$ cat src/hw/reset_btn.sv
/*
   Reset push-button debouncer. Produces a soft reset that stays high
   while the button is held, once it has been held long enough.
*/
module reset_btn #(
   parameter int debounce_cycles = 16
) (
   input  logic sysclk,
   input  logic rst_n,
   input  logic button,
   output logic soft_reset
);

   localparam int cnt_w = $clog2(debounce_cycles + 1);

   logic [cnt_w-1:0] cnt;

   // consecutive cycles of button high, saturating
   always_ff @(posedge sysclk)
   begin
      if (!rst_n)
         cnt <= '0;
      else if (!button)
         cnt <= '0;
      else if (cnt != cnt_w'(debounce_cycles))
         cnt <= cnt + 1'b1;
   end

   assign soft_reset = (cnt == cnt_w'(debounce_cycles));

endmodule

$ cat config.mk
export PLATFORM = sky130hd
export DESIGN_NAME = reset_btn
export DESIGN_NICKNAME = d
export VERILOG_FILES = /design/src/hw/reset_btn.sv
export SDC_FILE = /design/constraint.sdc
export NUM_CORES = 1
export LEC_CHECK = 0
export ABC_CLOCK_PERIOD_IN_PS = 1600
export BUFFER_PORTS_ARGS = -buffer_cell sky130_fd_sc_hd__buf_2
export CAP_MARGIN = 20
export CORE_AREA = 2 2 39 41
export DETAILED_ROUTE_END_ITERATION = 7
export DIE_AREA = 0 0 41 43
export PLACE_DENSITY_LB_ADDON = 0.12
export SYNTH_ARGS = -nofsm -noshare
export SYNTH_HDL_FRONTEND = slang
export SYNTH_SLANG_ARGS = --single-unit
$ cat constraint.sdc
create_clock -name sysclk -period 1.6 [get_ports sysclk]
set_clock_uncertainty 0.1 [all_clocks]
set_input_delay 0.16 -clock sysclk [delete_from_list [all_inputs] [get_ports sysclk]]
set_output_delay 0.16 -clock sysclk [all_outputs]
set_load 0.01 [all_outputs]
Word level (Yosys, flattened, before mapping) --
Index checks and enable logic that the tools add are counted. Widths: inputs -> output; s select.
Word-level totals: flip-flop bits (word level) 5, input bits 3, output and inout bits 1
Cells by class: add/sub/neg operators 1, equality and inequality tests 2, reductions and logical operators 1
Operator list (count):
- $add 5x1->5 const B | 1
- $eq 5x5->1 const B | 1
- $ne 5x5->1 const B | 1
- $reduce_and 2->1 | 1

Depth between registers and ports, before layout --
Gate-level depths: netlist (run 1).
depth after elaboration 1, mapped depth 6, gate-level depth less buffers 5

Worst setup path after synthesis (run 1) --
Ideal clock, no wire load.
kind reg-to-reg, start point reg cnt[0], end point reg cnt[1], data arrival time 1.079 ns, setup slack 0.304 ns, cell stages (with the launch flop) 7, cell sequence dfxtp_1 inv_1 ha_1 and4bb_2 buf_6 mux2i_1 nor2_1
Between the ends: cells in the longest elaborated chain, start to end 1, elaborated cells on any way between the ends 2, those cells by class 1 x add/sub; 1 x eq/ne
Ends and longest elaborated chain:
- from (decl) | line 16 | logic [cnt_w-1:0] cnt;
- from (signal assigned) | line 26 | cnt <= cnt + 1'b1;
- $add 5x1->5 or $ne 5x5->1 (tied branches) | line 26, 25
Several ways; a longest one is shown, not always the timed one. A chain may end at the register's enable or synchronous reset.

Final worst setup path (run 1) --
start point reg cnt[0], end point out soft_reset
Between the ends: cells in the longest elaborated chain, start to end 1
Ends and longest elaborated chain:
- $eq 5x5->1 | line 29 | assign soft_reset = (cnt == cnt_w'(debounce_cycles));
- to (decl) | line 11 | output logic soft_reset
No other way between the ends.

==> summary.md, run 1 <==
| Metric | Value |
|---|---|
| Critical path arrival | `roughly 1.2 ns` |
| Final Cycle Share | `a little over 90%` |
| Drt total wl | `414 um` |
| Fmax | `slightly below 700 MHz` |
| Initial DRC Count | `2` |
| Max clock buf depth | `2` |
| First-pass GRT wire length | `about 730 um` |
| Crit path required time | `around 1.3 ns` |
| Clock share of power | `approximately 50%` |
| Type of element capturing the critical path | `output pin` |
| Via count | `approximately 180` |
| IO Port Bufs | `3` |
| Area Overhead vs Synth | `28.6%` |
| CTS clock-pin slew for the worst setup and hold paths | `0.04 ns` |
| Final setup fails | `0` |
| DP Wirelength | `~300 um` |
| Via-per-instance ratio | `roughly 3.7` |
| FP Rows | `14` |
| Seq pwr share | `45.7%` |
| FF+latch count, synth | `5` |
| Synthesized cell area | `236 um2` |
| # fillers | `150` |
| Startpoint types | `flip-flop` |
| Switch Pwr | `approximately 0.057 mW` |
| Hold-critical path endpoint | `cnt[4]` |
| Final Hold Violating Endpoints | `0` |
| Initial antenna violation count | `0` |
| Syn nets | `29` |
| Switch share | `between 10% and 20%` |
| Tmin final | `1.47 ns` |
| Max_cap viols | `0` |
| CP max stage delay | `about 0.33 ns` |
| TritonRoute pass-1 iters | `3` |
| Reg with most FFs | `cnt` |
| Flop-to-flop setup slack | `0.21 ns` |
| Layout cells sized above 1 | `about 34%` |
| Hold Path Stages | `3` |
| Tot GR Track Use | `6.74%` |
| Syn. warnings | `0` |
| Post-route ant nets | `0` |
| Number of flip-flops in the largest register | `5` |
| Worst min-delay path startpoint | `button` |
| Pins Over Slew Limit | `0` |
| Post-route insts no fill | `between 40 and 50` |
| Seq/Total Area, Yosys | `42.3%` |
| Die height | `43 um` |
| Leakage | `about 0.12 nW` |
| Placeable core area | `about 0.0014 mm2` |
| Hold crit path type | `in -> reg` |
| Int Power | `approximately 0.23 mW` |
| VDD IR-drop max | `260 uV` |
| Dpl cell area | `between 200 and 300 um2` |
| Inserted Clock Buffers | `3` |
| Synth Area per Inst | `9.85 um2` |
| Comb pwr share | `under 10%` |
| Delay-heaviest family, CP | `flip-flops` |
| Fin area | `304 um2` |
| Slew margin rel. | `86.9%` |
| CTS H-Tree Depth | `1` |
| Avg WL per Cell | `roughly 8.6 um` |
| Worst-Margin Slew | `slightly below 0.2 ns` |
| CTS Sinks | `5` |
| Ant diodes | `0` |
| Vias in the first global route | `roughly 180` |
| WS Path Type | `reg -> out` |
| Die area | `0.00176 mm2` |
| Crit-path slowest cell | `dfxtp_2` |
| Worst-path maximum fanout | `4` |
| Status | `complete, no violations` |
| FF-to-FF Start | `cnt[0]` |
| Clock network latency to the later pin of the worst-skew pair | `between 0.2 and 0.25 ns` |
| Starting Density | `roughly 17%` |
| RSZ-0062 raised after global routing | `no` |
| Top Registers | `cnt x5` |
| CTS tree | `built` |
| Worst-path cell chain | `inv_1, ha_1, and4bb_2, buf_2` |
| # DRC | `0` |
| Worst reg-to-reg path cell count | `6` |
| Cells after Synth | `24` |
| Yosys cell types | `12` |
| Buf+Inv Stages, Crit Path | `2` |
| Placed insts | `42` |
| Largest net degree at the start of global routing | `6` |
| Gpl congestion | `0.611` |
| Io pins | `4` |
| Fin nets | `38` |
| Root buffer cell | `clkbuf_4` |
| Pwr per Cell Area | `938 mW/mm2` |
| Setup Total Neg Slack | `0 ns` |
| Die X-Extent | `a little over 40 um` |
| Global route overflow | `0` |
| RR Endpoint | `cnt[1]` |
worst min-delay path: stages:
cell and delay [ns]:
buf_2 0.07, nand2_1 0.12, nor2_1 0.12
power groups by stage:
stage          sequential [mW]  clock, mW  combinational [mW]
2_1_floorplan            0.131          0             0.00814
3_3_place_gp             0.132          0              0.0128
3_5_place_dp             0.132          0              0.0129
4_1_cts                  0.130      0.151              0.0130
5_1_grt                  0.131      0.158              0.0148
6_report                 0.130      0.142              0.0128
layer usage:
metal | global-route usage (%) | wire (um) | up-vias
met1 | 7.77 | 194 | 80
met4 | 4.00 | 0 | 0
met3 | 6.81 | 37 | 0
met5 | 0 | 0 | -
met2 | 7.50 | 182 | 4
li1 | - | - | 94
cell usage after synthesis:
master | n | share of area [%]
nor2_1 | 3 | 4.8
ha_1 | 2 | 11
mux2i_1 | 1 | 4.2
dfxtp_1 | 5 | 42
nor3_1 | 2 | 4.2
buf_6 | 1 | 4.8
nand3_1 | 2 | 4.2
and4bb_2 | 1 | 5.3
inv_1 | 2 | 3.2
xnor2_1 | 2 | 7.4
nand2_1 | 1 | 1.6
xor2_1 | 2 | 7.4
metrics by stage:
step	hold WS [ns]	setup slack (ns)	util, %	power (mW)
floorplan	0.265	0.304	-	0.140
global placement	0.393	0.273	18.8	0.145
detailed placement	0.411	0.272	18.8	0.145
CTS	0.171	0.0454	20.7	0.293
global route	0.186	0.0556	22.0	0.304
finish	0.176	0.130	22.0	0.285
cell type report:
class / count / area [um2] / share of cell area [%]
multi-input combinational: 16 / 118 / 38.7
sequential: 5 / 103 / 33.7
inverter: 2 / 7.51 / 2.47
tap: 16 / 20.0 / 6.58
timing repair buffer: 5 / 30.0 / 9.88
clock buffer: 4 / 26.3 / 8.64
worst max-delay path by stage:
| stage | start | to | slack [ns] | cells past startpoint |
|---|---|---|---|---|
| 6_report | cnt[0] | soft_reset | 0.13 | 4 |
| 5_1_grt | cnt[0] | soft_reset | 0.06 | 4 |
| 4_1_cts | cnt[0] | soft_reset | 0.05 | 4 |
| 3_5_place_dp | cnt[0] | cnt[1] | 0.27 | 5 |
| 3_3_place_gp | cnt[0] | cnt[1] | 0.27 | 5 |
| 2_1_floorplan | cnt[0] | cnt[1] | 0.30 | 6 |
cell usage in the layout (no fill, tap or decap):
cell      Yosys  routed
and4bb_2      1       1
buf_2         0       3
buf_4         0       2
clkbuf_1      0       1
clkbuf_4      0       3
dfxtp_1       5       3
dfxtp_2       0       2
ha_1          2       2
inv_1         2       2
mux2i_1       1       1
nand2_1       1       1
nand3_1       2       2
nor2_1        3       3
nor3_1        2       2
xnor2_1       2       2
xor2_1        2       2
repair_timing:
item                                    in CTS  in global routing
gates resized for setup                      0                  2
hold buffers                                 0                  0
endpoints found under the setup margin       0                  1
buffers inserted                             0                  2
cell families (layout without fill, tap and decap cells):
group | count (synthesis) | after routing | synth area share, %
xor gates and xnor gates | 4 | 4 | 14.8
adders and majority gates | 2 | 2 | 10.6
buffers and inverters | 3 | 11 | 7.94
DFF | 5 | 5 | 42.3
muxes | 1 | 1 | 4.23
and+or+nand+nor | 9 | 9 | 20.1
Power figures use the tool's default switching activity.
==> run 2: changes to the inputs <==
--- a/config.mk
+++ b/config.mk
@@ -8,7 +8,10 @@
 export ABC_CLOCK_PERIOD_IN_PS = 1600
 export BUFFER_PORTS_ARGS = -buffer_cell sky130_fd_sc_hd__buf_2
 export CAP_MARGIN = 20
+export CELL_PAD_IN_SITES_DETAIL_PLACEMENT = 0
+export CELL_PAD_IN_SITES_GLOBAL_PLACEMENT = 1
 export CORE_AREA = 2 2 39 41
+export CTS_CLUSTER_DIAMETER = 30
 export DETAILED_ROUTE_END_ITERATION = 7
 export DIE_AREA = 0 0 41 43
 export PLACE_DENSITY_LB_ADDON = 0.12
==> constraint.sdc (replaced) <==
create_clock -name sysclk -period 1.6 [get_ports sysclk]
set_clock_uncertainty 0.1 [all_clocks]
set_input_delay 0.16 -clock sysclk [delete_from_list [all_inputs] [get_ports sysclk]]
set_output_delay 0.16 -clock sysclk [all_outputs]
set_load 0.1 [all_outputs]
==> run 2 against run 1 <==
  * Final area increased by 2.9%
  * Worst setup slack got worse by 0.049 ns
  * Largest cell class unchanged
  * Global-route usage increased by 0.51 points
  * Sequential share of layout area decreased by 1.7 points
  * Final cell count decreased by 2.1%
  * Clock power about the same
  * Flip-flop and latch count unchanged
  * Via count decreased by 3.9%
  * Largest power group unchanged
  * Combinational power increased by 5%
  * Register-to-register slack got worse by 0.04 ns
  * Critical path type unchanged
==> summary.md, run 2 (synthesis gave the netlist of run 1 again) <==
| Metric | Value |
|---|---|
| Worst-Margin Slew | `0.180 ns (-0.0171 ns)` |
| # DRC | `0 (unchanged)` |
| Fin nets | `37 (-2.6%)` |
| Type of element capturing the critical path | `output pin` |
| Area Overhead vs Synth | `32.3%` |
| Pwr per Cell Area | `922 mW/mm2 (-1.7%)` |
| CTS clock-pin slew for the worst setup and hold paths | `0.04 ns (about the same)` |
| Final Cycle Share | `95.0% (+3.1 points)` |
| Via count | `171 (-3.9%)` |
| Largest net degree at the start of global routing | `6 (unchanged)` |
| Initial antenna violation count | `0 (unchanged)` |
| Final setup fails | `0 (unchanged)` |
| CTS H-Tree Depth | `1 (unchanged)` |
| Number of flip-flops in the largest register | `5 (unchanged)` |
| Initial DRC Count | `2 (unchanged)` |
| VDD IR-drop max | `243 uV (-6.6%)` |
| CTS tree | `built` |
| Inserted Clock Buffers | `3 (unchanged)` |
| Tmin final | `1.52 ns (+0.0490 ns)` |
| Pins Over Slew Limit | `0 (unchanged)` |
| Hold crit path type | `in -> reg` |
| Global route overflow | `0 (unchanged)` |
| Status | `complete, no violations` |
| Final Hold Violating Endpoints | `0 (unchanged)` |
| Reg with most FFs | `cnt` |
| Leakage | `0.120 nW (-2.8%)` |
| Worst reg-to-reg path cell count | `6 (unchanged)` |
| Root buffer cell | `clkbuf_4` |
| Flop-to-flop setup slack | `0.17 ns (-0.04 ns)` |
| Vias in the first global route | `197 (+10%)` |
| Tot Pwr | `0.288 mW (+1.1%)` |
| Dpl ws | `0.218 ns (-0.0533 ns)` |
| Via-per-instance ratio | `3.64 (-1.9%)` |
| Commonest non-fill, non-tap cell in the layout | `dfxtp_1` |
| Top Registers | `cnt x5` |
| Tot GR Track Use | `7.25% (+0.51 points)` |
| Starting Density | `17.1% (unchanged)` |
| WS Path Type | `reg -> out` |
| Startpoint types | `flip-flop` |
| Post-route ant nets | `0 (unchanged)` |
| Setup Total Neg Slack | `0 ns (unchanged)` |
| Final WS setup | `0.0807 ns (-0.0490 ns)` |
| Clock network latency to the later pin of the worst-skew pair | `0.24 ns (about the same)` |
| Gpl congestion | `0.662 (+8.4%)` |
| CTS Sinks | `5 (unchanged)` |
| Slew margin rel. | `88.0% (+1.1 points)` |
| Die height | `43 um (unchanged)` |
| Avg WL per Cell | `8.98 um (+4.1%)` |
| TritonRoute pass-1 iters | `3 (unchanged)` |
| FP Rows | `14 (unchanged)` |
| Placeable core area | `0.00138 mm2 (unchanged)` |
| Layout cells sized above 1 | `25.8% (-8.6 points)` |
| DP Wirelength | `286 um (-4.6%)` |
| Ant diodes | `0 (unchanged)` |
| Dpl cell area | `275 um2 (+5.8%)` |
| Max_cap viols | `0 (unchanged)` |
| Critical path arrival | `1.26 ns (+0.05 ns)` |
| RSZ-0062 raised after global routing | `no` |
| Max clock buf depth | `2 (unchanged)` |
| Commonest non-fill, non-tap cells in the layout | `dfxtp_1, nor2_1, clkbuf_4` |
| Hold Path Stages | `3 (unchanged)` |
| Io pins | `4 (unchanged)` |
| Fmax | `658 MHz (-3.2%)` |
| Die area | `0.00176 mm2 (unchanged)` |
| Fin area | `313 um2 (+2.9%)` |
| Drt total wl | `422 um (+1.9%)` |
| First-pass GRT wire length | `786 um (+7.5%)` |
| IO Port Bufs | `3 (unchanged)` |
| Worst-path maximum fanout | `3 (-1)` |
| Crit path required time | `1.34 ns (about the same)` |
| Die X-Extent | `41 um (unchanged)` |
==> run 2: critical path: stages (launching register included) <==
cell and delay (ns):
dfxtp_1 0.36, inv_1 0.08, ha_1 0.20, and4bb_4 0.21, buf_12 0.16
==> run 2: path summary, 6_finish.rpt <==
| check | startpoint | endpoint |
|---|---|---|
| setup / recovery | cnt[0] | soft_reset |
| hold / removal | button | cnt[0] |
| hold reg to reg | cnt[4] | cnt[4] |
| setup reg to reg | cnt[0] | cnt[1] |
==> run 2: cell type report <==
type	count	area [um2]
Fill cell	158	1070
Clock buffer	4	26.3
Tap cell	16	20.0
Timing Repair Buffer	4	37.5
Sequential cell	5	100
Multi-Input combinational cell	16	121
Inverter	2	7.51
==> run 2: repair_timing <==
action                     CTS  global route
setup buffers                0             1
gates resized for setup      1             0
setup endpoints to repair    1             1
hold buffers                 0             0
==> run 2: layer usage <==
layer | vias up | GRT usage (%) | share of wire [%]
li1 | 90 | - | -
met1 | 79 | 6.82 | 42
met2 | 2 | 10.0 | 54
met3 | 0 | 2.09 | 3.3
met4 | 0 | 10.0 | 0
met5 | - | 0 | 0
==> run 2: report_power, final <==
part / total [mW] / switching, mW / leakage [nW] / internal, mW
Clock: 0.145 / 0.0510 / 0.0150 / 0.0942
Combinational: 0.0134 / 0.00704 / 0.0645 / 0.00635
Sequential: 0.130 / 0.00223 / 0.0406 / 0.128
Total: 0.288 / 0.0603 / 0.120 / 0.228
==> run 2: per-stage QoR <==
step / util, % / instances / hold WS, ns
2_1_floorplan: - / 24 / 0.265
3_3_place_gp: 19.9 / 42 / 0.391
4_1_cts: 22.1 / 46 / 0.157
3_5_place_dp: 19.9 / 42 / 0.401
5_1_grt: 22.6 / 47 / 0.197
6_report: 22.6 / 47 / 0.161
