[src/hw/pdp_pkg.sv]
/*
   Shared widths and I/O-page addresses for the PDP-11 memory subsystem.
   Imported by every RTL module and by the testbench.
*/
package pdp_pkg;

   // ------------------------------
   // widths
   localparam int va_w   = 16;
   localparam int pa_w   = 18;
   localparam int par_w  = 12;
   localparam int word_w = 16;

   // ------------------------------
   // page arithmetic
   // one par unit is a 64-byte block, pages are 8 KB
   localparam int blk_shift  = 6;
   localparam int page_off_w = 13;

   // kernel page 7 falls on the I/O page when the MMU is off
   localparam logic [va_w-1:0] unmapped_va    = 16'o160000;
   localparam logic [pa_w-1:0] unmapped_reloc = 18'o600000;

   // ------------------------------
   // I/O-page addresses
   localparam logic [pa_w-1:0] iopage_base = 18'o760000;
   localparam logic [pa_w-1:0] par_base    = 18'o772340;
   localparam logic [pa_w-1:0] mmr0_addr   = 18'o777572;
   localparam logic [pa_w-1:0] swr_addr    = 18'o777570;

endpackage

[src/hw/display.sv]
/*
   Four-digit seven-segment driver for the display register.
   Anodes and segments are active low, the dot stays off.
*/
module display
   import pdp_pkg::*;
#(
   parameter int scan_cycles = 4
) (
   input  logic              sysclk,
   input  logic              rst_n,
   input  logic [word_w-1:0] disp_value,
   output logic [7:0]        sevenseg,
   output logic [3:0]        sevenseg_an
);

   localparam int div_w = $clog2(scan_cycles + 1);

   logic [div_w-1:0] div;
   logic [1:0]       digit;
   logic [3:0]       nibble;
   logic [6:0]       seg;

   always_ff @(posedge sysclk)
   begin
      if (!rst_n)
      begin
         div   <= '0;
         digit <= '0;
      end
      else if (div == div_w'(scan_cycles - 1))
      begin
         div   <= '0;
         digit <= digit + 1'b1;
      end
      else
         div <= div + 1'b1;
   end

   assign nibble = disp_value[digit*4 +: 4];

   // segments g..a
   always_comb
   begin
      case (nibble)
         4'h0: seg = 7'h40;
         4'h1: seg = 7'h79;
         4'h2: seg = 7'h24;
         4'h3: seg = 7'h30;
         4'h4: seg = 7'h19;
         4'h5: seg = 7'h12;
         4'h6: seg = 7'h02;
         4'h7: seg = 7'h78;
         4'h8: seg = 7'h00;
         4'h9: seg = 7'h10;
         4'ha: seg = 7'h08;
         4'hb: seg = 7'h03;
         4'hc: seg = 7'h46;
         4'hd: seg = 7'h21;
         4'he: seg = 7'h06;
         default: seg = 7'h0e;
      endcase
   end

   assign sevenseg    = {1'b1, seg};
   assign sevenseg_an = ~(4'b0001 << digit);

endmodule

[config.mk]
export PLATFORM = sky130hd
export DESIGN_NAME = display
export DESIGN_NICKNAME = d
export VERILOG_FILES = /design/src/hw/pdp_pkg.sv /design/src/hw/display.sv
export SDC_FILE = /design/constraint.sdc
export NUM_CORES = 1
export LEC_CHECK = 0
export ABC_AREA = 1
export ABC_CLOCK_PERIOD_IN_PS = 1700
export BUFFER_PORTS_ARGS = -buffer_cell sky130_fd_sc_hd__buf_2
export CORE_MARGIN = 3
export CORE_UTILIZATION = 47
export CTS_CLUSTER_DIAMETER = 60
export DETAILED_ROUTE_END_ITERATION = 10
export GPL_ROUTABILITY_DRIVEN = 0
export PLACE_DENSITY = 0.78
export SYNTH_ARGS = -nofsm -noshare
export SYNTH_HDL_FRONTEND = slang
export SYNTH_SLANG_ARGS = --single-unit
export TNS_END_PERCENT = 50
[constraint.sdc]
create_clock -name sysclk -period 1.7 [get_ports sysclk]
set_input_delay 0.085 -clock sysclk [delete_from_list [all_inputs] [get_ports sysclk]]
set_output_delay 0.085 -clock sysclk [all_outputs]
set_load 0.1 [all_outputs]
==> impl_metrics.ini, run 1 <==
[clock_network]
clock_path_buffers = 2
cts_root_buf = clkbuf_4
htreeDepth = 1
cts_buffers = 3
cts_hold_buf = 0
cts.sinks = 5

[timing]
worstEndpointType = primary output
worst_endpoint = sevenseg[0]

[outcome]
stop_stage = global routing
outcome = did not finish
error = [ERROR DPL-0038] Utilization greater than 100%, impossible to legalize

[synth]
ys_types = 18
synthesis.area_sq_um = 723
syn_inst = 116
avgSynthCellArea_sq_um = 6.23
syn_nets = 146
ys_seq_area_share_pct = 13.8
synth_warnings = 0
postSynthRegisterBits = 5

[die]
rows = 13
fp.dieW_um = 45.2
pin_count = 30
start_util_pct = 52.9
die_h_um = 45.2

[placement]
post-dp-hpwl_um = 1550
port_buffers = 28

[grt]
grt_max_degree = 10
-- logic make-up after synthesis --
logic type | after synthesis | share of synthesized area, %
flops | 5 | 13.8
fa+ha+maj | 12 | 20.8
buf+inv | 17 | 11.8
other cells | 1 | 0.519
simple gates | 76 | 49.7
compound gates | 5 | 3.46
-- repair_timing --
item,CTS
endpoints found under the hold margin,0
gates resized for setup,40
cloned,1
setup endpoints to repair,7
setup buffers,8
pin swaps,7
-- cell usage after synthesis (all sizes together) --
cell type,count,area (sq um)
a21oi,2,10.0
buf,3,30.0
conb,1,3.75
dfxtp,5,100
ha,12,150
inv,14,55.1
nand2,54,230
nand3,19,118
nor2,3,11.3
o21ai,3,15.0
-- through the flow --
stage | instances | setup WS (ns) | setup TNS (ns) | util [%] | cell area, sq um
after floorplan | 116 | -0.0859 | -0.189 | - | 787
after global placement | 159 | 0.0856 | 0 | 78.6 | 1070
after detailed placement | 159 | 0.0123 | 0 | 78.6 | 1070
after CTS | 172 | -0.0606 | -0.357 | 96.7 | 1320
==> run 2: changes to the inputs <==
--- a/config.mk
+++ b/config.mk
@@ -8,12 +8,11 @@
 export ABC_AREA = 1
 export ABC_CLOCK_PERIOD_IN_PS = 1700
 export BUFFER_PORTS_ARGS = -buffer_cell sky130_fd_sc_hd__buf_2
-export CORE_MARGIN = 3
-export CORE_UTILIZATION = 47
-export CTS_CLUSTER_DIAMETER = 60
+export CORE_AREA = 3 3 64 66
 export DETAILED_ROUTE_END_ITERATION = 10
+export DIE_AREA = 0 0 67 69
 export GPL_ROUTABILITY_DRIVEN = 0
-export PLACE_DENSITY = 0.78
+export PLACE_DENSITY_LB_ADDON = 0.15
 export SYNTH_ARGS = -nofsm -noshare
 export SYNTH_HDL_FRONTEND = slang
 export SYNTH_SLANG_ARGS = --single-unit
==> run 2 against run 1 <==
  * The flow now finishes, with violations (negative setup slack)
  * Synthesized cell count stayed put
  * Synthesized area stayed put
==> impl_metrics.ini, run 2 <==
[clock_network]
htreeDepth = 1
cts_hold_buf = 0
cts_root_buf = clkbuf_8
insertion_delay_ns = 0.22
clock_path_buffers = 2
cts_buffers = 3
cts.sinks = 5
path_clk_slew_ns = 0.04
cts_tree = built

[grt]
groute.usage.overall_pct = 9.09
grt_pass1_wl_um = 3480
gr-total-overflow = 0
antenna_found_initial = 0
grt_pass1_vias = 860
grt_max_degree = 10

[layout]
area_growth_pct = 107
drive_gt1_share_pct = 63.5
largest_reg_flops = 3
final_common_cell = nand2_1
reg_top3 = div x3, digit x2
diodes = 0
top_register = div
final_net_count = 190
fillers = 378
layout_common_cells = nand2_1, nand2_2, buf_2, nand2_4, buf_12

[synth]
ys_seq_area_share_pct = 13.8
async_flop_share_pct = 0
synth.largest_area_cell = nand2_1
synth_edf_count = 0
ys_types = 18
syn_nets = 146
yosysMostFrequentCell = nand2_1
synth_warnings = 0
ys_top_cells_by_area = nand2_1, ha_1, dfxtp_1, nand3_1, inv_1
synthesis.area_sq_um = 723
synth.top_cell.area_share_pct = 25.4
postSynthRegisterBits = 5
ys.flop_type = dfxtp_1
syn_inst = 116
avgSynthCellArea_sq_um = 6.23
netlist_top_cells_count = nand2_1, nand3_1, ha_1

[setup_path]
crit_required_ns = 1.62
worst_path_max_delay_cell = dfxtp_4
crit_buf_inv = 4
cp-end-kind = primary output
timing_worst_setup_path_type = flip-flop to primary output
cp_cell_sequence = buf_6 -> nand2_4 -> nand3_4 -> nand2_8 -> inv_6 -> buf_6 -> ha_4 -> nand2_4 -> nand2_2 -> nand2_2 -> nand2_4 -> buf_12
cp_common_cell = nand2_4
crit_fanout = 6
path_delay_family = simple AND/OR/NAND/NOR gates
arrival_ns = 1.67
slowest_delay_ns = 0.36
worst_setup_path_start_kind = flip-flop

[power_and_ir_drop]
power_mw = 1.42
seqPwrFrac_pct = 9.8
switching_share_pct = 52.7
clock_power_share_pct = 15.2
powerDensity_nw_per_um2 = 946
netSwitchingPower_mw = 0.747
ir_drop_mv = 0.516
combPwrFrac_pct = 75.0
p_int_mw = 0.672
p_leak_nw = 0.714

[flow_run]
cap_viol_max_count = 0

[timing]
period_share_pct = 103
fmax_ghz = 0.569
fin_skew_ns = 0.00271
tns_ns = -0.272
holdWs_ns = 0.119
slew_violations = 0
rsz0062_at_grt = true
final_hold_viol_count = 0
setup_viol = 7
period_minus_slack_ns = 1.76
fin_ws_ns = -0.0559

[die]
die_h_um = 69
rows = 22
pin_count = 30
start_util_pct = 19.9
fp.dieW_um = 67
dieArea_sq_um = 4620
core_area_sq_um = 3630

[drt]
routed_wl_um = 2200
postRouteAntennaNets = 0
num_vias = 886
drc_errors = 0
avgRoutedWirePerCell_um = 10.6
via_per_inst = 4.28
detail_route.first_pass.iterations = 4
drt-initial-drc-count = 32

[placement]
post-dp-hpwl_um = 1610
port_buffers = 28
dp_slack_ns = 0.0203

[outcome]
outcome = finished, violations left
violations = negative setup slack

[worst_hold_path]
hold_class = primary input to flip-flop
==> run 2: timing repair <==
item,4_1_cts,5_1_grt
gates cloned,1,1
pin swaps,10,11
setup buffers,4,1
gates resized for setup,35,24
endpoints found under the setup margin,7,7
==> run 2: power by group through the flow <==
stage                     combinational, mW  clock [mW]  sequential [mW]
after floorplan                       0.624           0            0.139
after global placement                0.919           0            0.137
after detailed placement              0.921           0            0.138
after CTS                              1.02       0.220            0.138
after global routing                   1.12       0.233            0.140
final                                  1.06       0.216            0.139
==> run 2: worst register-to-register path, delay by kind of cell (launching register included) <==
family                   cells  cell delay, ns
AO/OA/AOI/OAI                2            0.19
adder cells (fa/ha/maj)      2            0.37
buffers and inverters        1            0.11
flip-flops                   1            0.31
==> run 2: worst paths after layout <==
path	slack (ns)	startpoint	to	cells after the start
worst max-delay path	-0.06	digit[0]	sevenseg[3]	12
worst min-delay path	0.12	rst_n	digit[1]	3
worst max register to register	0.65	div[0]	digit[0]	5
worst min register to register	0.42	div[0]	div[0]	1
==> run 2: cells by family after synthesis <==
logic type	synth area share, %
AO/OA/AOI/OAI	3.46
adder cells (fa/ha/maj)	20.8
buffers and inverters	11.8
flip-flops	13.8
other	0.519
AND/OR/NAND/NOR	49.7
==> run 2: routing by layer <==
metal / share of wire [%] / vias to the layer above / track usage [%]
li1: - / 447 / -
met1: 38 / 412 / 9.94
met2: 54 / 22 / 16.8
met3: 5.9 / 5 / 3.26
met4: 1.8 / 0 / 0.901
met5: 0 / - / 0
==> run 2: layout make-up <==
class | count | area, sq um | share of cell area, %
multi-input combinational | 96 | 826 | 55.0
tap | 48 | 60.1 | 4.00
inverter | 14 | 70.1 | 4.67
clock buffer | 4 | 45.0 | 3.00
timing repair buffer | 40 | 392 | 26.1
sequential | 5 | 108 | 7.17
==> run 2: metrics by stage <==
stage | util [%] | cells | cell area, sq um
5_1_grt | 41.3 | 207 | 1500
6_report | 41.3 | 207 | 1500
2_1_floorplan | - | 116 | 787
3_3_place_gp | 31.9 | 196 | 1160
4_1_cts | 38.3 | 205 | 1390
3_5_place_dp | 31.9 | 196 | 1160
No activity file was read; power rests on OpenSTA's default activity.
==> run 3: changes to the inputs <==
--- a/config.mk
+++ b/config.mk
@@ -13,6 +13,7 @@
 export DIE_AREA = 0 0 67 69
 export GPL_ROUTABILITY_DRIVEN = 0
 export PLACE_DENSITY_LB_ADDON = 0.15
+export RECOVER_POWER = 100
 export SYNTH_ARGS = -nofsm -noshare
 export SYNTH_HDL_FRONTEND = slang
 export SYNTH_SLANG_ARGS = --single-unit
==> run 3 against run 2 <==
  * The flow still finishes with violations (negative setup slack)
  * Clock skew unchanged
  * Final area decreased by 2.8%
  * Via count did not move
  * Combinational power about the same
  * Cell count unchanged
  * Largest power group unchanged
  * Critical path type unchanged
  * Largest cell class unchanged
  * Register-to-register slack barely moved
  * Count of clock-buffer cells in the layout unchanged
  * Highest routed layer unchanged
  * Sequential power barely moved
  * Non-clock buffer count stayed put
==> impl_metrics.ini, run 3 (synthesized netlist as in run 2, its figures left out) <==
[outcome]
outcome = finished, violations left
violations = negative setup slack

[timing]
timing.slew.headroom_pct = 64.1
period_share_pct = 103
worstMarginPinSlew_ns = 0.540
fin_skew_ns = 0.00271
rsz0062_at_grt = true
fmax_ghz = 0.570
period_minus_slack_ns = 1.76
holdWs_ns = 0.119
slew_violations = 0
fin_ws_ns = -0.0558
final_hold_viol_count = 0
setup_viol = 7

[layout]
fillers = 381
drive_gt1_share_pct = 63.5
final_net_count = 190
area_growth_pct = 102
largest_reg_flops = 3
top_register = div
final_util_pct = 40.1
final_common_cell = nand2_1
diodes = 0
reg_top3 = div x3, digit x2
postLayoutCellArea_sq_um = 1460
layout_common_cells = nand2_1, nand2_2, buf_2, nand2_4

[clock_network]
cts_buffers = 3
clock_path_buffers = 2
htreeDepth = 1
cts_tree = built
insertion_delay_ns = 0.22
cts.sinks = 5
path_clk_slew_ns = 0.04
cts_root_buf = clkbuf_8

[power_and_ir_drop]
switching_share_pct = 53.3
powerDensity_nw_per_um2 = 957
clock_power_share_pct = 15.5
p_int_mw = 0.652
seqPwrFrac_pct = 10.0
combPwrFrac_pct = 74.5
p_leak_nw = 0.698
ir_drop_mv = 0.513
netSwitchingPower_mw = 0.743

[drt]
detail_route.first_pass.iterations = 4
drt-initial-drc-count = 32
via_per_inst = 4.28
avgRoutedWirePerCell_um = 10.6
num_vias = 886
postRouteAntennaNets = 0
drc_errors = 0
routed_wl_um = 2190

[die]
pin_count = 30
rows = 22
core_area_sq_um = 3630
dieArea_sq_um = 4620
start_util_pct = 19.9
fp.dieW_um = 67
die_h_um = 69

[grt]
grt_pass1_vias = 860
grt_max_degree = 10
gr-total-overflow = 0
groute.usage.overall_pct = 9.09
antenna_found_initial = 0
grt_pass1_wl_um = 3480

[setup_path]
worst_path_max_delay_cell = dfxtp_4
path_delay_family = simple AND/OR/NAND/NOR gates
slowest_delay_ns = 0.36
crit_buf_inv = 4
cp-end-kind = primary output
timing_worst_setup_path_type = flip-flop to primary output
crit_required_ns = 1.62
worst_setup_path_start_kind = flip-flop
arrival_ns = 1.67
cp_cell_sequence = buf_6 -> nand2_4 -> nand3_4 -> nand2_8 -> inv_6 -> buf_6 -> ha_4 -> nand2_4 -> nand2_2 -> nand2_2 -> nand2_4 -> buf_12
crit_fanout = 6
cp_common_cell = nand2_4

[placement]
port_buffers = 28
place_area_sq_um = 1160
post-dp-hpwl_um = 1610

[worst_hold_path]
hold_class = primary input to flip-flop

[flow_run]
cap_viol_max_count = 0
## run 3: cell types whose count changed in the layout (fill, tap and decap cells not counted)
| cell | delta |
|---|---|
| buf_12 | -3 |
| clkbuf_2 | +2 |
| clkbuf_4 | +1 |
## run 3: timing repair
item,4_1_cts,5_1_grt
gates resized for setup,35,24
setup buffers,4,1
hold buffers,0,0
setup endpoints to repair,7,7
pin swaps,10,11
gates cloned,1,1
## run 3: layout make-up
type	instances	area [sq um]	area share, %
well taps	48	60.1	4.12
clock buffers	4	45.0	3.09
multi-input cells	96	826	56.7
flip-flops and latches	5	108	7.38
repair buffers	40	349	23.9
inverters	14	70.1	4.81
## run 3: worst min-delay path, cell delays in order
cell     delay, ns
buf_2         0.11
o21ai_0       0.06
a21oi_1       0.04
## run 3: path summary, 6_finish.rpt
| path | from | endpoint | slack (ns) | cells past startpoint |
|---|---|---|---|---|
| worst min register to register | div[0] | div[0] | 0.42 | 1 |
| worst max-delay path | digit[0] | sevenseg[3] | -0.06 | 12 |
| worst min-delay path | rst_n | digit[1] | 0.12 | 3 |
| worst max register to register | div[0] | digit[0] | 0.65 | 5 |
## run 3: per-layer routing
layer | track usage (%) | wire length (um) | share of wire, % | vias to the layer above
met5 | 0 | 0 | 0 | -
met1 | 9.94 | 840 | 38 | 412
met4 | 0.901 | 39 | 1.8 | 0
met2 | 16.8 | 1180 | 54 | 22
met3 | 3.26 | 130 | 5.9 | 5
li1 | - | - | - | 447
## run 3: per-stage QoR
stage,TNS [ns],worst slack (ns),power (mW),instances
finish,-0.271,-0.0558,1.40,207
global route,-0.839,-0.139,1.47,207
CTS,-0.286,-0.0730,1.37,205
detailed placement,0,0.0203,1.06,196
global placement,0,0.0969,1.06,196
floorplan,-0.189,-0.0859,0.763,116
## run 3: power by group through the flow
stage               logic, mW  clock network (mW)  registers, mW
finish                   1.04               0.216          0.139
global route             1.10               0.233          0.140
CTS                      1.02               0.220          0.138
detailed placement      0.921                   0          0.138
global placement        0.919                   0          0.137
floorplan               0.624                   0          0.139
