[src/hw/pdp_pkg.sv]
/*
   Shared widths and I/O-page addresses for the PDP-11 memory subsystem.
   Imported by every RTL module and by the testbench.
*/
package pdp_pkg;

   // ------------------------------
   // widths
   localparam int va_w   = 16;
   localparam int pa_w   = 18;
   localparam int par_w  = 12;
   localparam int word_w = 16;

   // ------------------------------
   // page arithmetic
   // one par unit is a 64-byte block, pages are 8 KB
   localparam int blk_shift  = 6;
   localparam int page_off_w = 13;

   // kernel page 7 falls on the I/O page when the MMU is off
   localparam logic [va_w-1:0] unmapped_va    = 16'o160000;
   localparam logic [pa_w-1:0] unmapped_reloc = 18'o600000;

   // ------------------------------
   // I/O-page addresses
   localparam logic [pa_w-1:0] iopage_base = 18'o760000;
   localparam logic [pa_w-1:0] par_base    = 18'o772340;
   localparam logic [pa_w-1:0] mmr0_addr   = 18'o777572;
   localparam logic [pa_w-1:0] swr_addr    = 18'o777570;

endpackage

[src/hw/bus.sv]
/*
   Physical bus: decodes RAM, MMU registers and the switch/display
   register, steers byte lanes and answers the processor handshake.
   Register and error replies take one cycle, RAM replies take two.
*/
module bus
   import pdp_pkg::*;
#(
   parameter int ram_words = 4096
) (
   input  logic                         sysclk,
   input  logic                         rst_n,
   input  logic                         soft_reset,
   input  logic [pa_w-1:0]              cpu_pa,
   input  logic [word_w-1:0]            bus_data_in,
   output logic [word_w-1:0]            bus_data_out,
   input  logic                         bus_rd,
   input  logic                         bus_wr,
   input  logic                         bus_byte_op,
   output logic                         bus_ack,
   output logic                         bus_error,
   input  logic [word_w-1:0]            switches,
   output logic                         pxr_wr,
   output logic                         pxr_rd,
   output logic [3:0]                   pxr_addr,
   output logic [word_w-1:0]            pxr_data_in,
   input  logic [word_w-1:0]            pxr_data_out,
   output logic [$clog2(ram_words)-1:0] ram_addr,
   output logic [word_w-1:0]            ram_wdata,
   output logic [1:0]                   ram_be,
   output logic                         ram_we,
   input  logic [word_w-1:0]            ram_rdata,
   output logic [word_w-1:0]            disp_value
);

   localparam int ram_aw = $clog2(ram_words);
   localparam logic [pa_w-1:0] ram_top = pa_w'(ram_words * 2);

   typedef enum logic [1:0] {st_idle, st_ram_wait, st_respond, st_done} state_t;

   state_t            state;
   logic              strobe;
   logic              go;
   logic              odd_word;
   logic              io_sel;
   logic              ram_hit;
   logic              par_hit;
   logic              mmr0_hit;
   logic              swr_hit;
   logic              reg_hit;
   logic [1:0]        be;
   logic [word_w-1:0] wdata_lane;
   logic [word_w-1:0] reg_word;
   logic              err_q;
   logic              ram_src_q;
   logic              is_byte_q;
   logic              odd_q;
   logic [word_w-1:0] rdata_q;
   logic [word_w-1:0] disp_q;

   // byte reads come back in the low lane, zero above
   function automatic logic [word_w-1:0] steer_rd(input logic [word_w-1:0] w,
                                                  input logic is_byte,
                                                  input logic odd);
      if (!is_byte)
         return w;
      return odd ? {8'h00, w[15:8]} : {8'h00, w[7:0]};
   endfunction

   // ------------------------------
   // decode
   assign strobe   = bus_rd | bus_wr;
   assign go       = (state == st_idle) && strobe;
   assign odd_word = !bus_byte_op && cpu_pa[0];
   assign io_sel   = (cpu_pa >= iopage_base);
   assign ram_hit  = (cpu_pa < ram_top) && !odd_word;
   assign par_hit  = io_sel && (cpu_pa[pa_w-1:4] == par_base[pa_w-1:4]) && !odd_word;
   assign mmr0_hit = io_sel && (cpu_pa[pa_w-1:1] == mmr0_addr[pa_w-1:1]) && !odd_word;
   assign swr_hit  = io_sel && (cpu_pa[pa_w-1:1] == swr_addr[pa_w-1:1]) && !odd_word;
   assign reg_hit  = par_hit | mmr0_hit | swr_hit;

   assign be = bus_byte_op ? (cpu_pa[0] ? 2'b10 : 2'b01) : 2'b11;
   assign wdata_lane = !bus_byte_op ? bus_data_in :
                       cpu_pa[0]    ? {bus_data_in[7:0], 8'h00} :
                                      {8'h00, bus_data_in[7:0]};

   assign pxr_rd      = go && bus_rd && (par_hit | mmr0_hit);
   assign pxr_wr      = go && bus_wr && (par_hit | mmr0_hit);
   assign pxr_addr    = mmr0_hit ? 4'd8 : {1'b0, cpu_pa[3:1]};
   assign pxr_data_in = wdata_lane;
   assign reg_word    = swr_hit ? switches : pxr_data_out;

   // ------------------------------
   // request sequencing
   always_ff @(posedge sysclk)
   begin
      if (!rst_n)
      begin
         state  <= st_idle;
         err_q  <= 1'b0;
         ram_we <= 1'b0;
      end
      else
      begin
         ram_we <= 1'b0;
         case (state)
            st_idle:
               if (strobe)
               begin
                  err_q <= !(ram_hit | reg_hit);
                  if (ram_hit)
                  begin
                     ram_we <= bus_wr;
                     state  <= st_ram_wait;
                  end
                  else
                     state <= st_respond;
               end
            st_ram_wait:
               state <= st_respond;
            st_respond:
               state <= st_done;
            // a held strobe is ignored until seen low
            default:
               if (!strobe)
                  state <= st_idle;
         endcase
      end
   end

   always_ff @(posedge sysclk)
   begin
      if (go)
      begin
         ram_src_q <= ram_hit;
         is_byte_q <= bus_byte_op;
         odd_q     <= cpu_pa[0];
         rdata_q   <= steer_rd(reg_word, bus_byte_op, cpu_pa[0]);
         ram_addr  <= cpu_pa[ram_aw:1];
         ram_wdata <= wdata_lane;
         ram_be    <= be;
      end
   end

   // display register, written per lane
   always_ff @(posedge sysclk)
   begin
      if (!rst_n || soft_reset)
         disp_q <= '0;
      else if (go && bus_wr && swr_hit)
      begin
         if (be[0])
            disp_q[7:0] <= wdata_lane[7:0];
         if (be[1])
            disp_q[15:8] <= wdata_lane[15:8];
      end
   end

   assign disp_value   = disp_q;
   assign bus_ack      = (state == st_respond) && !err_q;
   assign bus_error    = (state == st_respond) && err_q;
   assign bus_data_out = ram_src_q ? steer_rd(ram_rdata, is_byte_q, odd_q) : rdata_q;

endmodule

[config.mk]
export PLATFORM = sky130hd
export DESIGN_NAME = bus
export DESIGN_NICKNAME = d
export VERILOG_FILES = /design/src/hw/pdp_pkg.sv /design/src/hw/bus.sv
export SDC_FILE = /design/constraint.sdc
export NUM_CORES = 1
export LEC_CHECK = 0
export BUFFER_PORTS_ARGS = -buffer_cell sky130_fd_sc_hd__buf_2
export CORE_MARGIN = 3
export CORE_UTILIZATION = 41
export DETAILED_ROUTE_END_ITERATION = 16
export GPL_TIMING_DRIVEN = 0
export PLACE_DENSITY = 0.81
export SLEW_MARGIN = 30
export SYNTH_ARGS = -nofsm -noshare
export SYNTH_HDL_FRONTEND = slang
export SYNTH_SLANG_ARGS = --single-unit
[constraint.sdc]
create_clock -name sysclk -period 3.4 [get_ports sysclk]
set_input_delay 1.02 -clock sysclk [delete_from_list [all_inputs] [get_ports sysclk]]
set_output_delay 1.02 -clock sysclk [all_outputs]
set_load 0.1 [all_outputs]
After elaboration in Yosys (flattened, before gate mapping)
Cells that the tools add are included.
Widths: inputs -> output; s select.
- flip-flop bits (word level): 69
- output and inout bits: 87
- logic and storage cells: 71
- input port bits: 88
- order comparisons: 2
- bitwise logic cells: 4
- mux-type cells: 18
- reductions and logical operators: 28
- equal/unequal tests: 7
- operators with widths (cell ; count):
    $mux 16 ; 7
    $eq 17x17->1 const B ; 2
    $ge 18x18->1 const B ; 1
    $lt 18x14->1 const B ; 1
    $logic_and 1x1->1 ; 16
    $mux 8 ; 2
    $eq 14x14->1 const B ; 1
    $mux 2 ; 5
    $reduce_and 2->1 ; 4
    $pmux 2 s3 ; 1
    $logic_not 1->1 ; 5
    $mux 4 ; 1
    $ne 4x1->1 const B ; 1
    $or 1x1->1 ; 4
    $reduce_and 4->1 ; 1
    $eq 2x1->1 const B ; 1
    $eq 2x2->1 const B ; 1
    $logic_not 2->1 ; 1
    $mux 1 ; 2
    $ne 2x2->1 const B ; 1
    $logic_or 1x1->1 ; 1

Logic depth before layout (Yosys ltp)
Gate-level depths: netlist (run 1).
- depth after elaboration: 8
- mapped depth: 8

Least setup slack after synthesis (run 1)
OpenSTA, ideal clock, no wires.
- kind: input to output
- from: input bus_byte_op
- to: output pxr_addr[2]
- required time: 2.380 ns
- arrival: 3.933 ns
- stages: 7
- buffers on the path: 3
- setup slack: -1.553 ns
- cells stage by stage: buf_4 nor2b_1 buf_2 or4_1 buf_2 nor2_1 a21boi_0
- longest elaborated chain between the ends: 5
- RTL lines (element ; RTL line ; text):
    start: declaration ; bus.sv:19 ; input logic bus_byte_op,
    $logic_not 1->1 ; n/a ;
    $logic_and 1x1->1 ; bus.sv:74 ; assign odd_word = !bus_byte_op && cpu_pa[0];
    $logic_not 1->1 ; bus.sv:78 ; assign mmr0_hit = io_sel && (cpu_pa[pa_w-1:1] == mmr0_addr[pa_w-1:1]) && !odd_word;
    $logic_and 1x1->1 ; bus.sv:78 ;
    $mux 4 ; bus.sv:89 ; assign pxr_addr = mmr0_hit ? 4'd8 : {1'b0, cpu_pa[3:1]};
    end: declaration ; bus.sv:25 ; output logic [3:0] pxr_addr,
No other way between the ends.

Worst setup path in the final report (run 1)
- from: input cpu_pa[5]
- to: output pxr_addr[3]
- longest elaborated chain between the ends: 4
- elaborated cells between the ends (all ways): 5
- RTL lines (element ; RTL line ; text):
    start: declaration ; bus.sv:14 ; input logic [pa_w-1:0] cpu_pa,
    $ge 18x18->1 / $eq 17x17->1 (equally long branches) ; bus.sv:75, bus.sv:78 ;
    $logic_and 1x1->1 * (2 in a row) ; bus.sv:78 ;
    net mmr0_hit ; bus.sv:48 ; logic mmr0_hit;
    $mux 4 * ; bus.sv:89 ;
The timed path passes the listed nets; every way through them passes the cells marked *.

==> out/results.tsv, run 1 <==
metric	value	unit
timing.slew.headroom	0.410	
cts_sinks	69	
top_layer	met4	
drive_above_1_share	0.485	
async_reset_ff_frac	0	
area_delta_synth_final	47.3	%
cts_root_buf	clkbuf_8	
clk_pin_slew	0.08	ns
synth_area	3440	µm²
required	2.38	ns
dp_hpwl	8190	µm
violations	setup timing	
grt.overflow.total	0	
hold_buffers	0	
fp.dieH	97.6	µm
period_needed	3.47	ns
power.density	850	nW/µm²
wl_per_cell	17.4	µm
slew_violations	0	
setup_ws	-0.0711	ns
cp_max_fo	3	
path_cells	buf_6 > nand4_1 > or4_4 > nor2_4 > and2_4 > buf_12 > buf_12	
synth-seq-cells	69	
seq_area_frac_synth	0.544	
status	finished with violations	
syn_avg_cell_area	10.8	µm²
hold_ws	0.468	ns
ir_drop	543	µV
via_per_inst	5.42	
max_stage_delay	0.62	ns
grt_setup_unrepaired	true	
rows	32	
ant_nets	0	
grt_pass1_vias	3364	
cp_common_cell	buf_12	
wl_met1	4040	µm
cts_tree	done	
synth_edf_count	49	
worst_pin_slew	0.882	ns
fin_nets	608	
synth_cell_types	39	
grt_pass1_wl	17300	µm
drc	0	
cts_max_level	3	
antennaDiodeCount	0	
port_buffers	173	
dieArea	9530	µm²
synthFlopType	edfxtp_1	
path_class	input port to output port	
drt_iter0_markers	205	
start_util	0.434	
grt_usage	0.226	
core_area	7930	µm²
fmaxAchievable	288	MHz
cts_buffer_depth	2	
ioPinCount	175	
cp-start-kind	input port	
wl	10800	µm
fp.dieW	97.6	µm
grt_start_max_net_pins	50	
clock_latency	0.34	ns
cts_buffers	9	
slowest_stage	or4_4	
p_leak	2.21	nW
final-hold-violation-count	0	
crit_arrival	2.45	ns
vias	3379	
gp_congestion	0.888	
fin_tns_setup	-0.102	ns
wl_met2	5640	µm
antenna_found_initial	0	
critPathCaptureType	output port	
maxCapViolations	0	
dr.pass1.iters	4	
hp-class	register to register	
yosys_warnings	0	
met3_length	1000	µm
period_share	1.02	
finalSetupViolCount	4	
finClkSkew	0.00881	ns
synth_cells	319	
syn_nets	410	
## path summary, 6_finish.rpt
path | from | endpoint | slack (ns) | depth (start not counted)
worst max-delay path | cpu_pa[5] | pxr_addr[3] | -0.07 | 7
worst min-delay path | disp_value[3] | disp_value[3] | 0.47 | 2
worst max register to register | state[1] | disp_value[7] | 1.45 | 6
worst min register to register | disp_value[3] | disp_value[3] | 0.47 | 2
## synth_stat cells, types with 3 or more instances
master    instances  area share
nor2b_1           4      0.0073
buf_2             3      0.0044
clkbuf_1         18       0.020
nand4_1          20       0.036
nor2_1           12       0.013
and3_1            6       0.011
ha_1              3       0.011
mux2i_1           9       0.026
buf_1             3      0.0033
nand3_1          21       0.031
o21ai_0          24       0.035
and2_1           11       0.020
a21oi_1          34       0.049
edfxtp_1         49        0.43
inv_1            19       0.021
o31ai_1          17       0.037
dfxtp_1          20        0.12
nand2_1          13       0.014
mux4_2            8       0.052
## repair_timing
| action | in CTS | in global routing |
|---|---|---|
| endpoints found under the setup margin | 21 | 16 |
| resized for setup | 45 | 8 |
| endpoints found under the hold margin | 0 | 0 |
| buffers inserted | 12 | 5 |
| gates cloned | 0 | 0 |
| pin swaps | 6 | 6 |
## area by class of cell
class                           instances  area [µm²]
Multi-Input combinational cell        205        1490
Inverter                               19        71.3
Clock inverter                          7        96.3
Timing Repair Buffer                  191        1170
Buffer                                 22         115
Fill cell                             645        2860
Tap cell                              102         128
Sequential cell                        69        1870
Clock buffer                            9         124
## through the flow
| stage | setup slack [ns] | total power (W) | util | std cells | instance area, µm² |
|---|---|---|---|---|---|
| 2_1_floorplan | -0.465 | 0.00315 | - | 319 | 3550 |
| 3_3_place_gp | -0.639 | 0.00351 | 0.573 | 594 | 4540 |
| 3_5_place_dp | -0.616 | 0.00356 | 0.577 | 595 | 4580 |
| 4_1_cts | -0.137 | 0.00432 | 0.632 | 620 | 5010 |
| 5_1_grt | -0.132 | 0.00447 | 0.640 | 624 | 5070 |
| 6_report | -0.0711 | 0.00431 | 0.640 | 624 | 5070 |
## power breakdown
part           internal [W]  total, W  switching (W)
sequential          0.00115   0.00121      0.0000535
combinational      0.000379   0.00236        0.00198
clock              0.000417  0.000743       0.000326
## sequential cells by signal, indices dropped and copies added, names as in the netlist
signal	flops
ram_src_q	1
err_q	1
ram_we	1
is_byte_q	1
state	2
disp_value	16
odd_q	1
ram_wdata	16
rdata_q	16
ram_be	2
ram_addr	12
## layer usage
metal,global-route usage,vias to the layer above
met3,0.0617,17
met1,0.265,1589
met4,0.0777,0
met5,0,-
li1,-,1601
met2,0.396,172
## critical path: cells and delay by family
kind	cells	cell delay, ns
buffers and inverters	3	0.32
AND/OR/NAND/NOR	4	1.10
## layout by cell type, fill, tap and decap left out, types with 2 or more instances in the layout
master | Yosys | final
nand2b_1 | 2 | 2
buf_1 | 3 | 3
and2_2 | 0 | 8
o31ai_1 | 17 | 17
clkbuf_1 | 18 | 13
clkbuf_2 | 0 | 3
inv_6 | 0 | 2
buf_6 | 0 | 6
mux4_2 | 8 | 8
buf_2 | 3 | 148
o21ai_1 | 0 | 5
and3_4 | 0 | 2
o21ai_2 | 0 | 7
and3_1 | 6 | 4
clkbuf_8 | 0 | 9
mux2i_1 | 9 | 9
bufinv_16 | 0 | 2
nor2b_1 | 4 | 2
dfxtp_1 | 20 | 20
ha_1 | 3 | 3
edfxtp_1 | 49 | 49
buf_4 | 2 | 32
and2_1 | 11 | 2
clkinv_2 | 0 | 2
nor2b_4 | 0 | 2
o21ai_0 | 24 | 12
nand2_1 | 13 | 12
inv_1 | 19 | 19
buf_12 | 0 | 6
nand4_1 | 20 | 20
nor2_1 | 12 | 11
nand3_1 | 21 | 21
a21oi_1 | 34 | 33
## kinds of logic after synthesis
kind of cell	share of synthesized area
muxes	0.0785
buffers and inverters	0.0524
AOI/OAI and AO/OA	0.140
adders and majority gates	0.0109
DFF	0.544
and+or+nand+nor	0.174
Note: power is estimated with default switching activity, not from simulation.
==> inputs of run 2 (changes only) <==
--- a/config.mk
+++ b/config.mk
@@ -6,6 +6,7 @@
 export NUM_CORES = 1
 export LEC_CHECK = 0
 export BUFFER_PORTS_ARGS = -buffer_cell sky130_fd_sc_hd__buf_2
+export CORE_ASPECT_RATIO = 0.75
 export CORE_MARGIN = 3
 export CORE_UTILIZATION = 41
 export DETAILED_ROUTE_END_ITERATION = 16
==> constraint.sdc (replaced) <==
create_clock -name sysclk -period 3 [get_ports sysclk]
set_input_delay 0.9 -clock sysclk [delete_from_list [all_inputs] [get_ports sysclk]]
set_output_delay 0.9 -clock sysclk [all_outputs]
set_load 0.1 [all_outputs]
==> out/results.tsv, run 2 (synthesized netlist as in run 1, its figures left out) <==
metric	value	unit
antennaDiodeCount	0	
maxCapViolations	0	
rows	28	
start_util	0.429	
cts_max_level	3	
intPower	0.00212	W
fp.dieH	85.3	µm
fmaxAchievable	315	MHz
wl_per_cell	18.0	µm
cts_root_buf	clkbuf_8	
core_area	8020	µm²
finClkSkew	0.00458	ns
cts_buffer_depth	2	
period_needed	3.18	ns
grt_start_max_net_pins	31	
ioPinCount	175	
area_delta_synth_final	52.7	%
p_clk_frac	0.148	
fp.dieW	112	µm
ant_nets	0	
hp-class	register to register	
period_share	1.06	
dp_hpwl	8490	µm
drt_iter0_markers	169	
post-place-ws	-0.737	ns
antenna_found_initial	0	
cp_max_fo	4	
setup_ws	-0.179	ns
final_cell_mix	143 x buf_2, 49 x edfxtp_1, 33 x a21oi_1	
crit_arrival	2.28	ns
fin_nets	611	
p_comb_frac	0.567	
cts_tree	done	
p_sw	0.00269	W
final_util	0.655	
worst_pin_slew	0.875	ns
drive_above_1_share	0.493	
clk_pin_slew	0.07	ns
gp_congestion	0.925	
clock_latency	0.34	ns
cp-start-kind	input port	
critPathCaptureType	output port	
ir_drop	778	µV
p_leak	2.26	nW
path_cells	buf_6 > nand4_1 > or4b_4 > a21oi_4 > and3_4 > buf_12	
violations	setup timing	
grt_setup_unrepaired	true	
swShare	0.559	
cts_sinks	69	
status	finished with violations	
grt_pass1_wl	17900	µm
cts_buffers	9	
slew_violations	0	
final-hold-violation-count	0	
grt_usage	0.238	
critPathBufInv	2	
grt.overflow.total	0	
cp_top_family	simple AND/OR/NAND/NOR gates	
finalSetupViolCount	4	
hold_ws	0.464	ns
max_stage_delay	0.60	ns
timing.slew.headroom	0.415	
dieArea	9540	µm²
grt_pass1_vias	3534	
required	2.10	ns
drc	0	
via_per_inst	5.38	
seqPwrFrac	0.285	
dr.pass1.iters	5	
power.density	917	nW/µm²
port_buffers	173	
final_common_cell	buf_2	
path_class	input port to output port	
slowest_stage	or4b_4	
vias	3391	
wl	11300	µm
-- run 2: changes by cell type in the layout (fill, tap and decap cells not counted), sizes merged --
cell	change
clkbuf	+4
buf	+1
inv	-1
clkinv	+1
bufinv	-2
-- run 2: area by class of cell --
class | instances | area [µm²]
fillers | 659 | 2770
flip-flops and latches | 69 | 1870
multi-input cells | 205 | 1550
repair buffers | 195 | 1330
clock buffers | 11 | 153
well taps | 105 | 131
plain buffers | 21 | 111
inverters | 19 | 71.3
clock inverters | 5 | 33.8
-- run 2: worst paths after layout --
kind	endpoint	cells past startpoint	slack, ns	startpoint
setup reg to reg	err_q	7	0.86	state[1]
setup / recovery	pxr_wr	6	-0.18	cpu_pa[5]
hold reg to reg	disp_value[3]	2	0.46	disp_value[3]
hold / removal	disp_value[3]	2	0.46	disp_value[3]
-- run 2: timing repair --
item                                    CTS  global route
buffers inserted                         18             3
endpoints found under the setup margin   22            39
hold buffers                              0             0
pin swaps                                10             5
gates resized for setup                  82            14
hold endpoints to repair                  0             0
-- run 2: metrics by stage --
| step | std cells | cell area, µm² | setup TNS, ns | total power [W] |
|---|---|---|---|---|
| after detailed placement | 598 | 4620 | -8.31 | 0.00404 |
| final | 630 | 5250 | -0.485 | 0.00482 |
| after floorplan | 319 | 3600 | -6.72 | 0.00358 |
| after CTS | 628 | 5180 | -0.672 | 0.00482 |
| after global placement | 597 | 4600 | -26.14 | 0.00399 |
| after global routing | 630 | 5250 | -0.629 | 0.00500 |
-- run 2: tightest hold or removal path: stages, from the launching register on --
cell	delay, ns
dfxtp_1	0.31
o31ai_1	0.06
a21oi_1	0.05
-- run 2: routing by layer --
metal / GRT usage / vias up / wire [µm] / part of all wire
met5: 0 / - / 0 / 0
met4: 0.0641 / 0 / 167 / 0.015
met3: 0.0670 / 17 / 882 / 0.078
met2: 0.411 / 162 / 5630 / 0.50
met1: 0.295 / 1609 / 4660 / 0.41
li1: - / 1603 / - / -
-- run 2: power groups by stage --
stage	clock network, W	registers [W]	logic (W)
global placement	0	0.00140	0.00259
detailed placement	0	0.00139	0.00265
floorplan	0	0.00225	0.00133
global route	0.000771	0.00140	0.00283
CTS	0.000734	0.00137	0.00272
finish	0.000713	0.00137	0.00273
==> inputs of run 3 (changes only) <==
--- a/config.mk
+++ b/config.mk
@@ -5,13 +5,14 @@
 export SDC_FILE = /design/constraint.sdc
 export NUM_CORES = 1
 export LEC_CHECK = 0
+export ABC_AREA = 1
 export BUFFER_PORTS_ARGS = -buffer_cell sky130_fd_sc_hd__buf_2
 export CORE_ASPECT_RATIO = 0.75
 export CORE_MARGIN = 3
-export CORE_UTILIZATION = 41
+export CORE_UTILIZATION = 42
 export DETAILED_ROUTE_END_ITERATION = 16
 export GPL_TIMING_DRIVEN = 0
-export PLACE_DENSITY = 0.81
+export PLACE_DENSITY = 0.82
 export SLEW_MARGIN = 30
 export SYNTH_ARGS = -nofsm -noshare
 export SYNTH_HDL_FRONTEND = slang
==> out/results.tsv, run 3 <==
metric	value	unit
cts_root_buf	clkbuf_8	
cts_tree	done	
final_common_cell	buf_2	
fp.dieW	111	µm
endpoint	pxr_data_in[1]	
dr.pass1.iters	5	
dieArea	9480	µm²
via_per_inst	4.93	
antennaDiodeCount	0	
path_cells	buf_2 > buf_8 > nand2_2 > clkinvlp_4 > buf_12 > nor2_4 > buf_6	
grt_start_max_net_pins	51	
port_buffers	174	
final_util	0.632	
regToRegEndpoint	disp_value[15]	
cts_sinks	69	
n_fill_cell	684	
ioPinCount	175	
worst_pin_slew	0.643	ns
hold_ws	0.482	ns
slowest_stage	buf_6	
maxCapViolations	0	
cts_buffers	9	
synth_cell_types	28	
grt_pass1_vias	3528	
seq_area	1870	µm²
cp.depth	7	
r2r-start	state[1]	
hold_buffers	0	
seqPwrFrac	0.273	
p_leak	2.46	nW
finalSetupViolCount	0	
ir_drop	692	µV
grt_setup_unrepaired	false	
reg2reg_depth	9	
drt_iter0_markers	259	
critPathBufInv	5	
synthFlopType	edfxtp_1	
hp-class	register to register	
final-hold-violation-count	0	
wl_per_cell	14.9	µm
synth_top_area_cell	edfxtp_1	
synth_area	3500	µm²
cts_buffer_depth	2	
timing.slew.headroom	0.571	
slew_violations	0	
intPower	0.00218	W
p_clk_frac	0.157	
yosysMostFrequentCell	nand2_1	
drive_above_1_share	0.394	
cp-start-kind	input port	
crit_arrival	2.01	ns
p_sw	0.00305	W
syn_nets	517	
path_class	input port to output port	
clock_latency	0.35	ns
total_power	0.00523	W
grt.overflow.total	0	
power.density	1040	nW/µm²
ant_nets	0	
timing.reg2reg.setup_slack	1.02	ns
synth_cells	426	
fp.dieH	85.1	µm
synth_common_cells	103 x nand2_1, 75 x nor2_1, 55 x inv_1, 49 x edfxtp_1, 29 x nand3_1	
max_stage_delay	0.23	ns
place_inst	705	
yosys_warnings	0	
area_delta_synth_final	44.2	%
synth_edf_count	49	
vias	3595	
wl	10900	µm
status	completed	
cp_top_family	buffers and inverters	
worstSetupStartpoint	bus_byte_op	
antenna_found_initial	0	
critPathCaptureType	output port	
fmaxAchievable	344	MHz
syn_avg_cell_area	8.22	µm²
synth_area_leaders	edfxtp_1 42%, dfxtp_1 11%, nand2_1 11%, nor2_1 8.0%, inv_1 5.9%	
cts_max_level	3	
fin_nets	710	
dp_hpwl	8220	µm
required	2.10	ns
period_share	0.970	
grt_usage	0.219	
p_comb_frac	0.570	
drc	0	
fin_tns_setup	0	ns
async_reset_ff_frac	0	
synth_top_area_frac	0.420	
cp_max_fo	5	
final_cell_mix	158 x buf_2, 100 x nand2_1, 66 x nor2_1	
grt_pass1_wl	16600	µm
rows	28	
synth-seq-cells	69	
finClkSkew	0.00781	ns
swShare	0.583	
start_util	0.438	
multiInputGateArea	1410	µm²
seq_area_frac_synth	0.534	
gp_congestion	0.950	
period_needed	2.91	ns
stdcell_count	729	
core_area	7990	µm²
clk_pin_slew	0.08	ns
[run 3: changes by cell type in the layout (fill, tap and decap cells not counted), moves of 11 or more]
cell,before,now
a21oi_1,33,12
buf_2,143,158
inv_1,19,50
nand2_1,11,100
nand4_1,20,9
nor2_1,11,66
o31ai_1,17,0
[run 3: logic make-up (layout without fill, tap and decap cells)]
kind of cell	after synthesis	after routing	synth area share
buf+inv	75	273	0.0922
flops	69	69	0.534
simple gates	229	229	0.284
fa+ha+maj	3	3	0.0107
compound gates	50	50	0.0786
[run 3: worst min-delay path by stage]
stage | startpoint | to | slack, ns | cells after the start
6_report | disp_value[2] | disp_value[2] | 0.48 | 2
4_1_cts | disp_value[2] | disp_value[2] | 0.49 | 2
2_1_floorplan | state[1] | state[0] | 0.50 | 2
3_3_place_gp | disp_value[6] | disp_value[6] | 0.46 | 2
5_1_grt | disp_value[2] | disp_value[2] | 0.51 | 2
3_5_place_dp | disp_value[2] | disp_value[2] | 0.47 | 2
[run 3: final cells by class]
class	instances	area share
timing repair inverter	1	0.00149
sequential	69	0.371
timing repair buffer	182	0.214
inverter	57	0.0441
tap	105	0.0260
buffer	17	0.0221
multi-input combinational	282	0.279
clock buffer	10	0.0295
clock inverter	6	0.0134
[run 3: worst min-delay path: stages (launching register included)]
cell     delay, ns
dfxtp_1       0.33
nor2_1        0.04
nor2_1        0.08
[run 3: per-stage QoR]
step,setup slack (ns),instance area (µm²)
floorplan,-0.660,3560
global placement,-0.411,4560
detailed placement,-0.428,4560
CTS,-0.0929,4890
global route,0.00879,5050
finish,0.0907,5050
[run 3: per-layer routing]
layer / part of all wire / global-route usage / wire (µm)
met3: 0.088 / 0.0677 / 957
met1: 0.41 / 0.260 / 4480
met4: 0.014 / 0.0674 / 152
met5: 0 / 0 / 0
met2: 0.49 / 0.383 / 5270
[run 3: power by group through the flow]
stage               Clock (W)  Combinational [W]  Sequential, W
floorplan                   0            0.00145        0.00245
global placement            0            0.00291        0.00144
detailed placement          0            0.00294        0.00145
CTS                  0.000841            0.00295        0.00143
global route         0.000870            0.00309        0.00146
finish               0.000823            0.00298        0.00143
[run 3: repair_timing]
action	4_1_cts	5_1_grt
setup buffers	1	7
pin swaps	1	4
gates resized for setup	35	30
hold endpoints to repair	0	0
cloned	0	1
setup endpoints to repair	21	19
